[config.mk]
export PLATFORM = sky130hd
export DESIGN_NAME = memory_scheduler
export DESIGN_NICKNAME = d
export VERILOG_FILES = /design/src/source/msched_pkg.sv /design/src/source/memory_scheduler.sv /design/src/source/gidx_offset_unit.sv /design/src/source/stream_cfg_gen.sv /design/src/source/x_tile_walker.sv /design/src/source/msched_regfile.sv
export SDC_FILE = /design/constraint.sdc
export NUM_CORES = 2
export LEC_CHECK = 0
export ABC_AREA = 1
export BUFFER_PORTS_ARGS = -buffer_cell sky130_fd_sc_hd__buf_2
export CAP_MARGIN = 10
export CORE_ASPECT_RATIO = 1.1
export CORE_MARGIN = 2
export CORE_UTILIZATION = 55
export CTS_BUF_LIST = sky130_fd_sc_hd__clkbuf_8
export CTS_CLUSTER_SIZE = 8
export DETAILED_ROUTE_END_ITERATION = 16
export PLACE_DENSITY = 0.79
export SYNTH_ARGS = -nofsm -noshare
export SYNTH_HDL_FRONTEND = slang
export SYNTH_HIERARCHICAL = 1
export SYNTH_SLANG_ARGS = --single-unit
export TNS_END_PERCENT = 20
[constraint.sdc]
create_clock -name clk_i -period 11.6 [get_ports clk_i]
set_input_delay 2.32 -clock clk_i [delete_from_list [all_inputs] [get_ports clk_i]]
set_output_delay 2.32 -clock clk_i [all_outputs]
set_load 0.005 [all_outputs]
[src/source/msched_pkg.sv]
package msched_pkg;

  // Bus and memory geometry
  localparam int unsigned DATA_W         = 256;
  localparam int unsigned MEM_DW         = 32;
  localparam int unsigned HALF_W         = MEM_DW / 2;
  localparam int unsigned BYTES_PER_WORD = MEM_DW / 8;
  localparam int unsigned X_COL_JMP      = BYTES_PER_WORD * (DATA_W / MEM_DW);
  localparam int unsigned ARRAY_W        = 8;
  localparam int unsigned NUM_READS_W    = $clog2(ARRAY_W) + 1;
  localparam int unsigned GIDX_W         = 16;

  // Job register file
  localparam int unsigned NUM_REGS = 16;
  localparam int unsigned REG_AW   = 4;

  localparam int unsigned X_ADDR      = 0;
  localparam int unsigned W_ADDR      = 1;
  localparam int unsigned Z_ADDR      = 2;
  localparam int unsigned SCALES_ADDR = 3;
  // Low half column iterations, high half row iterations
  localparam int unsigned X_ITERS     = 4;
  // Low half W iterations, high half W depth length
  localparam int unsigned W_ITERS     = 5;
  // Leftover rows in the top byte
  localparam int unsigned LEFTOVERS   = 6;
  localparam int unsigned TOT_X_READ  = 7;
  localparam int unsigned X_ROWS_OFFS = 8;
  localparam int unsigned X_D1_STRIDE = 9;
  localparam int unsigned W_TOT_LEN   = 10;
  localparam int unsigned W_D0_STRIDE = 11;
  localparam int unsigned Z_TOT_LEN   = 12;
  localparam int unsigned Z_D0_STRIDE = 13;
  localparam int unsigned Z_D2_STRIDE = 14;
  // Bit 0 dequant enable, bits 2:1 integer format, bit 3 Y accumulation
  localparam int unsigned MODE_CFG    = 15;

  typedef enum logic [1:0] {
    QINT_8 = 2'b00,
    QINT_4 = 2'b01,
    QINT_2 = 2'b10
  } qint_fmt_e;

  typedef struct packed {
    logic [MEM_DW-1:0] base_addr;
    logic [MEM_DW-1:0] tot_len;
    logic [MEM_DW-1:0] d0_len;
    logic [MEM_DW-1:0] d0_stride;
    logic [MEM_DW-1:0] d1_len;
    logic [MEM_DW-1:0] d1_stride;
    logic [MEM_DW-1:0] d2_stride;
    logic [2:0]        dim_enable_1h;
  } addrgen_cfg_t;

  typedef struct packed {
    logic [MEM_DW-1:0] x_addr;
    logic [MEM_DW-1:0] w_addr;
    logic [MEM_DW-1:0] z_addr;
    logic [MEM_DW-1:0] scales_addr;
    logic [HALF_W-1:0] x_rows_iters;
    logic [HALF_W-1:0] x_cols_iters;
    logic [HALF_W-1:0] w_depth_len;
    logic [HALF_W-1:0] w_iters;
    logic [7:0]        leftover_rows;
    logic [MEM_DW-1:0] tot_x_read;
    logic [MEM_DW-1:0] x_rows_offs;
    logic [MEM_DW-1:0] x_d1_stride;
    logic [MEM_DW-1:0] w_tot_len;
    logic [MEM_DW-1:0] w_d0_stride;
    logic [MEM_DW-1:0] z_tot_len;
    logic [MEM_DW-1:0] z_d0_stride;
    logic [MEM_DW-1:0] z_d2_stride;
    logic              dequant_en;
    qint_fmt_e         qint_fmt;
    logic [1:0]        q_shift;
  } job_params_t;

  typedef struct packed {
    logic ready_start;
    logic done;
  } stream_flags_t;

  typedef struct packed {
    stream_flags_t x_src;
    stream_flags_t w_src;
    stream_flags_t z_snk;
  } sched_flags_t;

  typedef struct packed {
    logic         req_start;
    addrgen_cfg_t addrgen;
    logic         ignore_bias;
    logic         ignore_skip;
  } stream_ctrl_t;

  typedef struct packed {
    stream_ctrl_t x_src;
    stream_ctrl_t w_src;
    stream_ctrl_t z_snk;
  } sched_ctrl_t;

  typedef struct packed {
    logic [MEM_DW-1:0]      x_base_offs;
    logic [NUM_READS_W-1:0] x_num_reads;
    logic                   x_reload;
  } x_pos_t;

  typedef struct packed {
    logic              skip;
    logic [GIDX_W-1:0] idx;
  } gidx_beat_t;

  typedef struct packed {
    logic              skip;
    logic [MEM_DW-1:0] bias;
  } offs_beat_t;

endpackage
[src/source/memory_scheduler.sv]
`timescale 1ns/1ps

module memory_scheduler (
  input  logic                          clk_i,
  input  logic                          rst_ni,
  input  logic                          clear_i,
  input  logic                          reg_we_i,
  input  logic [msched_pkg::REG_AW-1:0] reg_addr_i,
  input  logic [msched_pkg::MEM_DW-1:0] reg_wdata_i,
  input  logic                          first_load_i,
  input  msched_pkg::sched_flags_t      flags_i,
  output msched_pkg::sched_ctrl_t       ctrl_o,
  input  logic                          gidx_valid_i,
  input  msched_pkg::gidx_beat_t        gidx_i,
  output logic                          gidx_ready_o,
  input  logic                          scales_ready_i,
  input  logic                          zeros_ready_i,
  output logic                          offs_valid_o,
  output msched_pkg::offs_beat_t        scales_offs_o,
  output msched_pkg::offs_beat_t        zeros_offs_o
);

  msched_pkg::job_params_t job;
  msched_pkg::x_pos_t      x_pos;

  msched_regfile u_regfile (
    .clk_i       (clk_i),
    .rst_ni      (rst_ni),
    .reg_we_i    (reg_we_i),
    .reg_addr_i  (reg_addr_i),
    .reg_wdata_i (reg_wdata_i),
    .job_o       (job)
  );

  x_tile_walker u_walker (
    .clk_i    (clk_i),
    .rst_ni   (rst_ni),
    .clear_i  (clear_i),
    .x_done_i (flags_i.x_src.done),
    .job_i    (job),
    .x_pos_o  (x_pos)
  );

  stream_cfg_gen u_cfg_gen (
    .job_i        (job),
    .x_pos_i      (x_pos),
    .first_load_i (first_load_i),
    .flags_i      (flags_i),
    .ctrl_o       (ctrl_o)
  );

  gidx_offset_unit u_offs (
    .job_i          (job),
    .gidx_valid_i   (gidx_valid_i),
    .gidx_i         (gidx_i),
    .gidx_ready_o   (gidx_ready_o),
    .scales_ready_i (scales_ready_i),
    .zeros_ready_i  (zeros_ready_i),
    .offs_valid_o   (offs_valid_o),
    .scales_offs_o  (scales_offs_o),
    .zeros_offs_o   (zeros_offs_o)
  );

endmodule

[src/source/gidx_offset_unit.sv]
`timescale 1ns/1ps

module gidx_offset_unit (
  input  msched_pkg::job_params_t job_i,
  input  logic                    gidx_valid_i,
  input  msched_pkg::gidx_beat_t  gidx_i,
  output logic                    gidx_ready_o,
  input  logic                    scales_ready_i,
  input  logic                    zeros_ready_i,
  output logic                    offs_valid_o,
  output msched_pkg::offs_beat_t  scales_offs_o,
  output msched_pkg::offs_beat_t  zeros_offs_o
);

  logic                          both_ready;
  logic [msched_pkg::HALF_W-1:0] scales_stride;
  logic [msched_pkg::HALF_W-1:0] zeros_stride;
  logic [msched_pkg::MEM_DW-1:0] idx_word;
  logic [msched_pkg::MEM_DW-1:0] scales_bias;
  logic [msched_pkg::MEM_DW-1:0] zeros_bias;

  // A beat moves only when both offset sinks can take it
  assign both_ready   = scales_ready_i && zeros_ready_i;
  assign gidx_ready_o = both_ready;
  assign offs_valid_o = gidx_valid_i && both_ready;

  // Scales are one entry per W column step
  assign scales_stride = job_i.w_d0_stride[msched_pkg::HALF_W-1:0];

  // Zeros are packed, so their stride shrinks with the format
  assign zeros_stride = scales_stride >> job_i.q_shift;

  assign idx_word = msched_pkg::MEM_DW'(gidx_i.idx);

  assign scales_bias = idx_word * msched_pkg::MEM_DW'(scales_stride);
  assign zeros_bias  = idx_word * msched_pkg::MEM_DW'(zeros_stride);

  always_comb begin
    scales_offs_o.skip = gidx_i.skip;
    scales_offs_o.bias = scales_bias;
  end

  always_comb begin
    zeros_offs_o.skip = gidx_i.skip;
    zeros_offs_o.bias = zeros_bias;
  end

endmodule

[src/source/stream_cfg_gen.sv]
`timescale 1ns/1ps

module stream_cfg_gen (
  input  msched_pkg::job_params_t  job_i,
  input  msched_pkg::x_pos_t       x_pos_i,
  input  logic                     first_load_i,
  input  msched_pkg::sched_flags_t flags_i,
  output msched_pkg::sched_ctrl_t  ctrl_o
);

  localparam logic [msched_pkg::MEM_DW-1:0] ColJmp  = msched_pkg::MEM_DW'(msched_pkg::X_COL_JMP);
  localparam logic [msched_pkg::MEM_DW-1:0] ArrayW  = msched_pkg::MEM_DW'(msched_pkg::ARRAY_W);

  logic [msched_pkg::MEM_DW-1:0] w_iters_word;

  assign w_iters_word = msched_pkg::MEM_DW'(job_i.w_iters);

  // X source walks one tile of rows per load
  always_comb begin
    ctrl_o.x_src.addrgen.base_addr     = job_i.x_addr + x_pos_i.x_base_offs;
    ctrl_o.x_src.addrgen.tot_len       = msched_pkg::MEM_DW'(x_pos_i.x_num_reads);
    ctrl_o.x_src.addrgen.d0_len        = 32'd1;
    ctrl_o.x_src.addrgen.d0_stride     = '0;
    ctrl_o.x_src.addrgen.d1_len        = ArrayW;
    ctrl_o.x_src.addrgen.d1_stride     = job_i.x_d1_stride;
    ctrl_o.x_src.addrgen.d2_stride     = '0;
    ctrl_o.x_src.addrgen.dim_enable_1h = 3'b011;
    ctrl_o.x_src.ignore_bias           = 1'b1;
    ctrl_o.x_src.ignore_skip           = 1'b1;
  end

  // In dequant mode W fetches the scales, offset by group index
  always_comb begin
    ctrl_o.w_src.addrgen.base_addr     = job_i.dequant_en ? job_i.scales_addr : job_i.w_addr;
    ctrl_o.w_src.addrgen.tot_len       = job_i.w_tot_len;
    ctrl_o.w_src.addrgen.d0_len        = msched_pkg::MEM_DW'(job_i.w_depth_len);
    ctrl_o.w_src.addrgen.d0_stride     = job_i.dequant_en ? '0 : job_i.w_d0_stride;
    ctrl_o.w_src.addrgen.d1_len        = w_iters_word;
    ctrl_o.w_src.addrgen.d1_stride     = ColJmp;
    ctrl_o.w_src.addrgen.d2_stride     = '0;
    ctrl_o.w_src.addrgen.dim_enable_1h = 3'b011;
    ctrl_o.w_src.ignore_bias           = !job_i.dequant_en;
    ctrl_o.w_src.ignore_skip           = !job_i.dequant_en;
  end

  always_comb begin
    ctrl_o.z_snk.addrgen.base_addr     = job_i.z_addr;
    ctrl_o.z_snk.addrgen.tot_len       = job_i.z_tot_len;
    ctrl_o.z_snk.addrgen.d0_len        = ArrayW;
    ctrl_o.z_snk.addrgen.d0_stride     = job_i.z_d0_stride;
    ctrl_o.z_snk.addrgen.d1_len        = w_iters_word;
    ctrl_o.z_snk.addrgen.d1_stride     = ColJmp;
    ctrl_o.z_snk.addrgen.d2_stride     = job_i.z_d2_stride;
    ctrl_o.z_snk.addrgen.dim_enable_1h = 3'b011;
    ctrl_o.z_snk.ignore_bias           = 1'b1;
    ctrl_o.z_snk.ignore_skip           = 1'b1;
  end

  // X restarts on every reload until the job total is reached
  assign ctrl_o.x_src.req_start = (first_load_i || x_pos_i.x_reload) &&
                                  flags_i.x_src.ready_start;
  assign ctrl_o.w_src.req_start = first_load_i && flags_i.w_src.ready_start;
  assign ctrl_o.z_snk.req_start = first_load_i && flags_i.z_snk.ready_start;

endmodule

[src/source/x_tile_walker.sv]
`timescale 1ns/1ps

module x_tile_walker (
  input  logic                    clk_i,
  input  logic                    rst_ni,
  input  logic                    clear_i,
  input  logic                    x_done_i,
  input  msched_pkg::job_params_t job_i,
  output msched_pkg::x_pos_t      x_pos_o
);

  logic [msched_pkg::HALF_W-1:0] cols_iter_q;
  logic [msched_pkg::HALF_W-1:0] w_iter_q;
  logic [msched_pkg::HALF_W-1:0] rows_iter_q;
  logic [msched_pkg::MEM_DW-1:0] cols_offs_q;
  logic [msched_pkg::MEM_DW-1:0] rows_offs_q;
  logic [msched_pkg::MEM_DW-1:0] tot_read_q;

  logic cols_last;
  logic w_last;
  logic rows_last;
  logic cols_wrap;
  logic w_wrap;

  assign cols_last = cols_iter_q == job_i.x_cols_iters - 16'd1;
  assign w_last    = w_iter_q == job_i.w_iters - 16'd1;
  assign rows_last = rows_iter_q == job_i.x_rows_iters - 16'd1;

  // Nested wrap conditions, columns innermost
  assign cols_wrap = x_done_i && cols_last;
  assign w_wrap    = cols_wrap && w_last;

  always_ff @(posedge clk_i or negedge rst_ni) begin
    if (!rst_ni) begin
      cols_iter_q <= '0;
      cols_offs_q <= '0;
    end else if (clear_i) begin
      cols_iter_q <= '0;
      cols_offs_q <= '0;
    end else if (x_done_i) begin
      if (cols_last) begin
        cols_iter_q <= '0;
        cols_offs_q <= '0;
      end else begin
        cols_iter_q <= cols_iter_q + 16'd1;
        cols_offs_q <= cols_offs_q + msched_pkg::MEM_DW'(msched_pkg::X_COL_JMP);
      end
    end
  end

  always_ff @(posedge clk_i or negedge rst_ni) begin
    if (!rst_ni) begin
      w_iter_q <= '0;
    end else if (clear_i) begin
      w_iter_q <= '0;
    end else if (cols_wrap) begin
      w_iter_q <= w_last ? '0 : w_iter_q + 16'd1;
    end
  end

  always_ff @(posedge clk_i or negedge rst_ni) begin
    if (!rst_ni) begin
      rows_iter_q <= '0;
      rows_offs_q <= '0;
    end else if (clear_i) begin
      rows_iter_q <= '0;
      rows_offs_q <= '0;
    end else if (w_wrap) begin
      if (rows_last) begin
        rows_iter_q <= '0;
        rows_offs_q <= '0;
      end else begin
        rows_iter_q <= rows_iter_q + 16'd1;
        rows_offs_q <= rows_offs_q + job_i.x_rows_offs;
      end
    end
  end

  // Tile loads completed so far in this job
  always_ff @(posedge clk_i or negedge rst_ni) begin
    if (!rst_ni) begin
      tot_read_q <= '0;
    end else if (clear_i) begin
      tot_read_q <= '0;
    end else if (x_done_i) begin
      tot_read_q <= tot_read_q + 32'd1;
    end
  end

  assign x_pos_o.x_base_offs = cols_offs_q + rows_offs_q;

  // Last row tile may be shorter than the array
  assign x_pos_o.x_num_reads = (rows_last && job_i.leftover_rows != 8'd0) ?
                               job_i.leftover_rows[msched_pkg::NUM_READS_W-1:0] :
                               msched_pkg::NUM_READS_W'(msched_pkg::ARRAY_W);

  assign x_pos_o.x_reload = tot_read_q != '0 && tot_read_q != job_i.tot_x_read;

endmodule

[src/source/msched_regfile.sv]
`timescale 1ns/1ps

module msched_regfile (
  input  logic                           clk_i,
  input  logic                           rst_ni,
  input  logic                           reg_we_i,
  input  logic [msched_pkg::REG_AW-1:0]  reg_addr_i,
  input  logic [msched_pkg::MEM_DW-1:0]  reg_wdata_i,
  output msched_pkg::job_params_t        job_o
);

  logic [msched_pkg::MEM_DW-1:0] regs_q [msched_pkg::NUM_REGS];

  logic [msched_pkg::MEM_DW-1:0] mode_word;
  msched_pkg::qint_fmt_e         qint_fmt;

  always_ff @(posedge clk_i or negedge rst_ni) begin
    if (!rst_ni) begin
      regs_q <= '{default: '0};
    end else if (reg_we_i) begin
      regs_q[reg_addr_i] <= reg_wdata_i;
    end
  end

  assign mode_word = regs_q[msched_pkg::MODE_CFG];
  assign qint_fmt  = msched_pkg::qint_fmt_e'(mode_word[2:1]);

  always_comb begin
    job_o.x_addr      = regs_q[msched_pkg::X_ADDR];
    job_o.w_addr      = regs_q[msched_pkg::W_ADDR];
    job_o.z_addr      = regs_q[msched_pkg::Z_ADDR];
    job_o.scales_addr = regs_q[msched_pkg::SCALES_ADDR];

    // Iteration words are split in halves
    job_o.x_cols_iters = regs_q[msched_pkg::X_ITERS][msched_pkg::HALF_W-1:0];
    job_o.x_rows_iters = regs_q[msched_pkg::X_ITERS][msched_pkg::MEM_DW-1:msched_pkg::HALF_W];
    job_o.w_iters      = regs_q[msched_pkg::W_ITERS][msched_pkg::HALF_W-1:0];
    job_o.w_depth_len  = regs_q[msched_pkg::W_ITERS][msched_pkg::MEM_DW-1:msched_pkg::HALF_W];

    job_o.leftover_rows = regs_q[msched_pkg::LEFTOVERS][msched_pkg::MEM_DW-1 -: 8];

    job_o.tot_x_read  = regs_q[msched_pkg::TOT_X_READ];
    job_o.x_rows_offs = regs_q[msched_pkg::X_ROWS_OFFS];
    job_o.x_d1_stride = regs_q[msched_pkg::X_D1_STRIDE];
    job_o.w_tot_len   = regs_q[msched_pkg::W_TOT_LEN];
    job_o.w_d0_stride = regs_q[msched_pkg::W_D0_STRIDE];
    job_o.z_tot_len   = regs_q[msched_pkg::Z_TOT_LEN];
    job_o.z_d0_stride = regs_q[msched_pkg::Z_D0_STRIDE];
    job_o.z_d2_stride = regs_q[msched_pkg::Z_D2_STRIDE];

    job_o.dequant_en = mode_word[0];
    job_o.qint_fmt   = qint_fmt;

    // Narrower formats pack more values per byte
    case (qint_fmt)
      msched_pkg::QINT_2: job_o.q_shift = 2'd3;
      msched_pkg::QINT_4: job_o.q_shift = 2'd2;
      default:            job_o.q_shift = 2'd1;
    endcase
  end

endmodule

==> run metrics <==
Worst Hold End u_regfile/job_o[373]; Seq/Total Area, Yosys 25.3%; setup bufs post-CTS 0; worst hold start u_regfile/job_o[373]; endpoint of the worst register-to-register path u_walker/rows_offs_q[19]; share of layout cells above drive strength 1 8.79%; TritonRoute pass-1 iters 6; CTS Buf Count 93; initial core utilization 55.3%; FF-to-FF Start u_regfile/job_o[301]; Vias 52600; drt total wl 175000 um; final setup skew 0.0579 ns; post-CTS sizing 0; Core Rows 126; port bufs 474; GRT Overall Usage 31.1%; average size of a mapped cell 7.07 um2; Max Clk Rate 93.8 MHz; crit path capture type output port; Avg WL per Cell 17.7 um; synthesized area 59200 um2; Slew Limit Fails 0; setup TNS 0 ns; Final WS setup 0.943 ns; Initial DRC Count 4683; endpoints failing hold 0; yosys warns 6; DR vias/cell 5.32; top-area cell type share of the netlist area 25.3%; Worst Max-Slew Pin Slew 1.28 ns; Layout Nets 9182; RSZ-0062 raised after global routing no; Post-synth EDFFs 0; max-cap violations 0; Final ANT Viol Nets 0; ys flop type dfrtp_1; Post-synth ARST share 100%; Hold Path Depth 2; Final min period 10.66 ns; H-tree Lvls 3; CTS tree built; library cells used by synthesis 51; Synth area leader dfrtp_1; CTS Buffer Depth 3; Clk Tree Root Cell clkbuf_8; Tcrit/Tclk final 91.9%; setup slack at placement 1.11 ns; most common cell in the netlist nand2_1; Placer Congestion 0.976; Post-synth top cells 2842 x nand2_1, 1296 x inv_1, 606 x buf_4; Critical Path AT 8.34 ns; critical path class in -> out; # DRC 0; top fanout value on the critical path 25; Syn Inst Count 8382; clock transition at the registers of the reported paths 0.06 ns; Final setup viols 0; Reg2Reg Depth 15; top cells by area, synth dfrtp_1 25%, nand2_1 18%, fa_1 13%, inv_1 8.2%, buf_4 7.7%; Die Y 348 um; Placeable Area 107000 um2; number of global-route vias before repair 50600; Top Ports 825; Filler Cells Inserted 10100; Critical Path RT 9.28 ns; flop2flop setup slack 8.44 ns; #FFs+latches synth 598; Startpoint Class input pin; later-pin clock latency in the skew report 0.74 ns; max_slew headroom 14.3%; die width 317 um; die area 110000 um2; grt ovf 0; pin count of the biggest net entering global routing 157; Hold Buf Count CTS 0; initial antenna violation count 5; HP Class reg -> reg; P&R area growth vs syn 2.88%; status finished clean; Clock Sinks 598; first-pass GRT wire length 272000 um; HPWL after DPL 126000 um
==> critical path, stage by stage <==
cell and delay, ns:
buf_2 0.52, inv_1 0.42, nor2_1 0.27, fa_1 0.43, inv_1 0.10, fa_1 0.41
fa_1 0.45, fa_1 0.55, inv_1 0.05, fa_1 0.47, inv_1 0.05, fa_1 0.53
inv_1 0.04, ha_1 0.43, nand2_1 0.15, nor2_1 0.27, nand3_1 0.11, nand3_1 0.21
nand2_1 0.11, nand2_1 0.08, nand2_1 0.05, nand2_1 0.12, buf_2 0.14
==> logic make-up after synthesis <==
kind of cell             after synthesis  synth area share (%)
XOR/XNOR                             215                  3.18
adder cells (fa/ha/maj)              696                  19.6
other                                  2                0.0127
buffers and inverters               2256                  18.5
AO/OA/AOI/OAI                        387                  3.91
AND/OR/NAND/NOR                     4219                  29.4
multiplexers                           9                 0.152
flip-flops                           598                  25.3
==> layout by cell type, fill, tap and decap left out, types with 5 or more instances in the layout <==
master	instances
nor4_1	22
a31oi_1	7
buf_4	53
nand3_1	373
or2_2	15
o21bai_1	114
o21ai_0	81
inv_2	21
diode_2	5
mux2i_1	9
ha_1	306
nand2_1	2841
fa_1	390
nand2_2	23
a21o_1	7
clkinv_1	7
inv_1	1328
nand3b_1	21
clkinv_2	5
nor2_1	575
o22ai_1	22
buf_2	472
nor2_4	8
a21oi_1	140
and2_1	5
nand4_1	259
dfrtp_1	597
xnor2_1	70
clkbuf_8	107
nor2_2	17
xor2_1	145
nor3_1	46
conb_1	345
==> registers in the layout (all words and copies together) (netlist names) <==
register / count
u_regfile/job_o: 456
u_regfile/mode_word: 3
u_walker/cols_iter_q: 16
u_walker/cols_offs_q: 27
u_walker/rows_iter_q: 16
u_walker/rows_offs_q: 32
u_walker/tot_read_q: 32
u_walker/w_iter_q: 16
==> final cells by class <==
type                            count  area, um2  share of cell area (%)
Multi-Input combinational cell   5871      34700                    56.9
Clock buffer                      107       1470                    2.42
Clock inverter                     44        262                   0.429
Sequential cell                   598      15000                    24.6
Inverter                         1325       4980                    8.17
Tap cell                         1408       1760                    2.89
Timing Repair Buffer              530       2840                    4.65
Antenna cell                        5       12.5                  0.0205
==> stage by stage <==
stage	instance area [um2]	utilization [%]	hold slack (ns)	instances
2_1_floorplan	60500	-	0.442	8725
3_3_place_gp	59200	55.3	0.450	9730
3_5_place_dp	59200	55.3	0.453	9730
4_1_cts	60900	56.9	0.468	9881
5_1_grt	60900	56.9	0.485	9886
6_report	60900	56.9	0.468	9888
==> worst max path at each step <==
stage | from | to | slack (ns) | cells past startpoint
finish | gidx_i[5] | zeros_offs_o[30] | 0.94 | 23
global route | gidx_i[5] | zeros_offs_o[30] | 0.69 | 23
CTS | gidx_i[5] | zeros_offs_o[30] | 1.10 | 23
detailed placement | gidx_i[5] | zeros_offs_o[30] | 1.11 | 23
global placement | gidx_i[5] | zeros_offs_o[30] | 1.17 | 23
floorplan | gidx_i[8] | scales_offs_o[31] | 1.95 | 23
==> metal layers <==
layer	wire length, um	up-vias	track usage [%]	part of all wire, %
li1	-	24600	-	-
met1	67300	24900	39.1	38
met2	82000	2570	51.0	47
met3	15800	502	5.68	9.1
met4	9720	0	16.2	5.6
met5	0	-	0	0
Power is not shown: default switching activity piles up to over one toggle a cycle in this logic, so the estimate is an artifact.
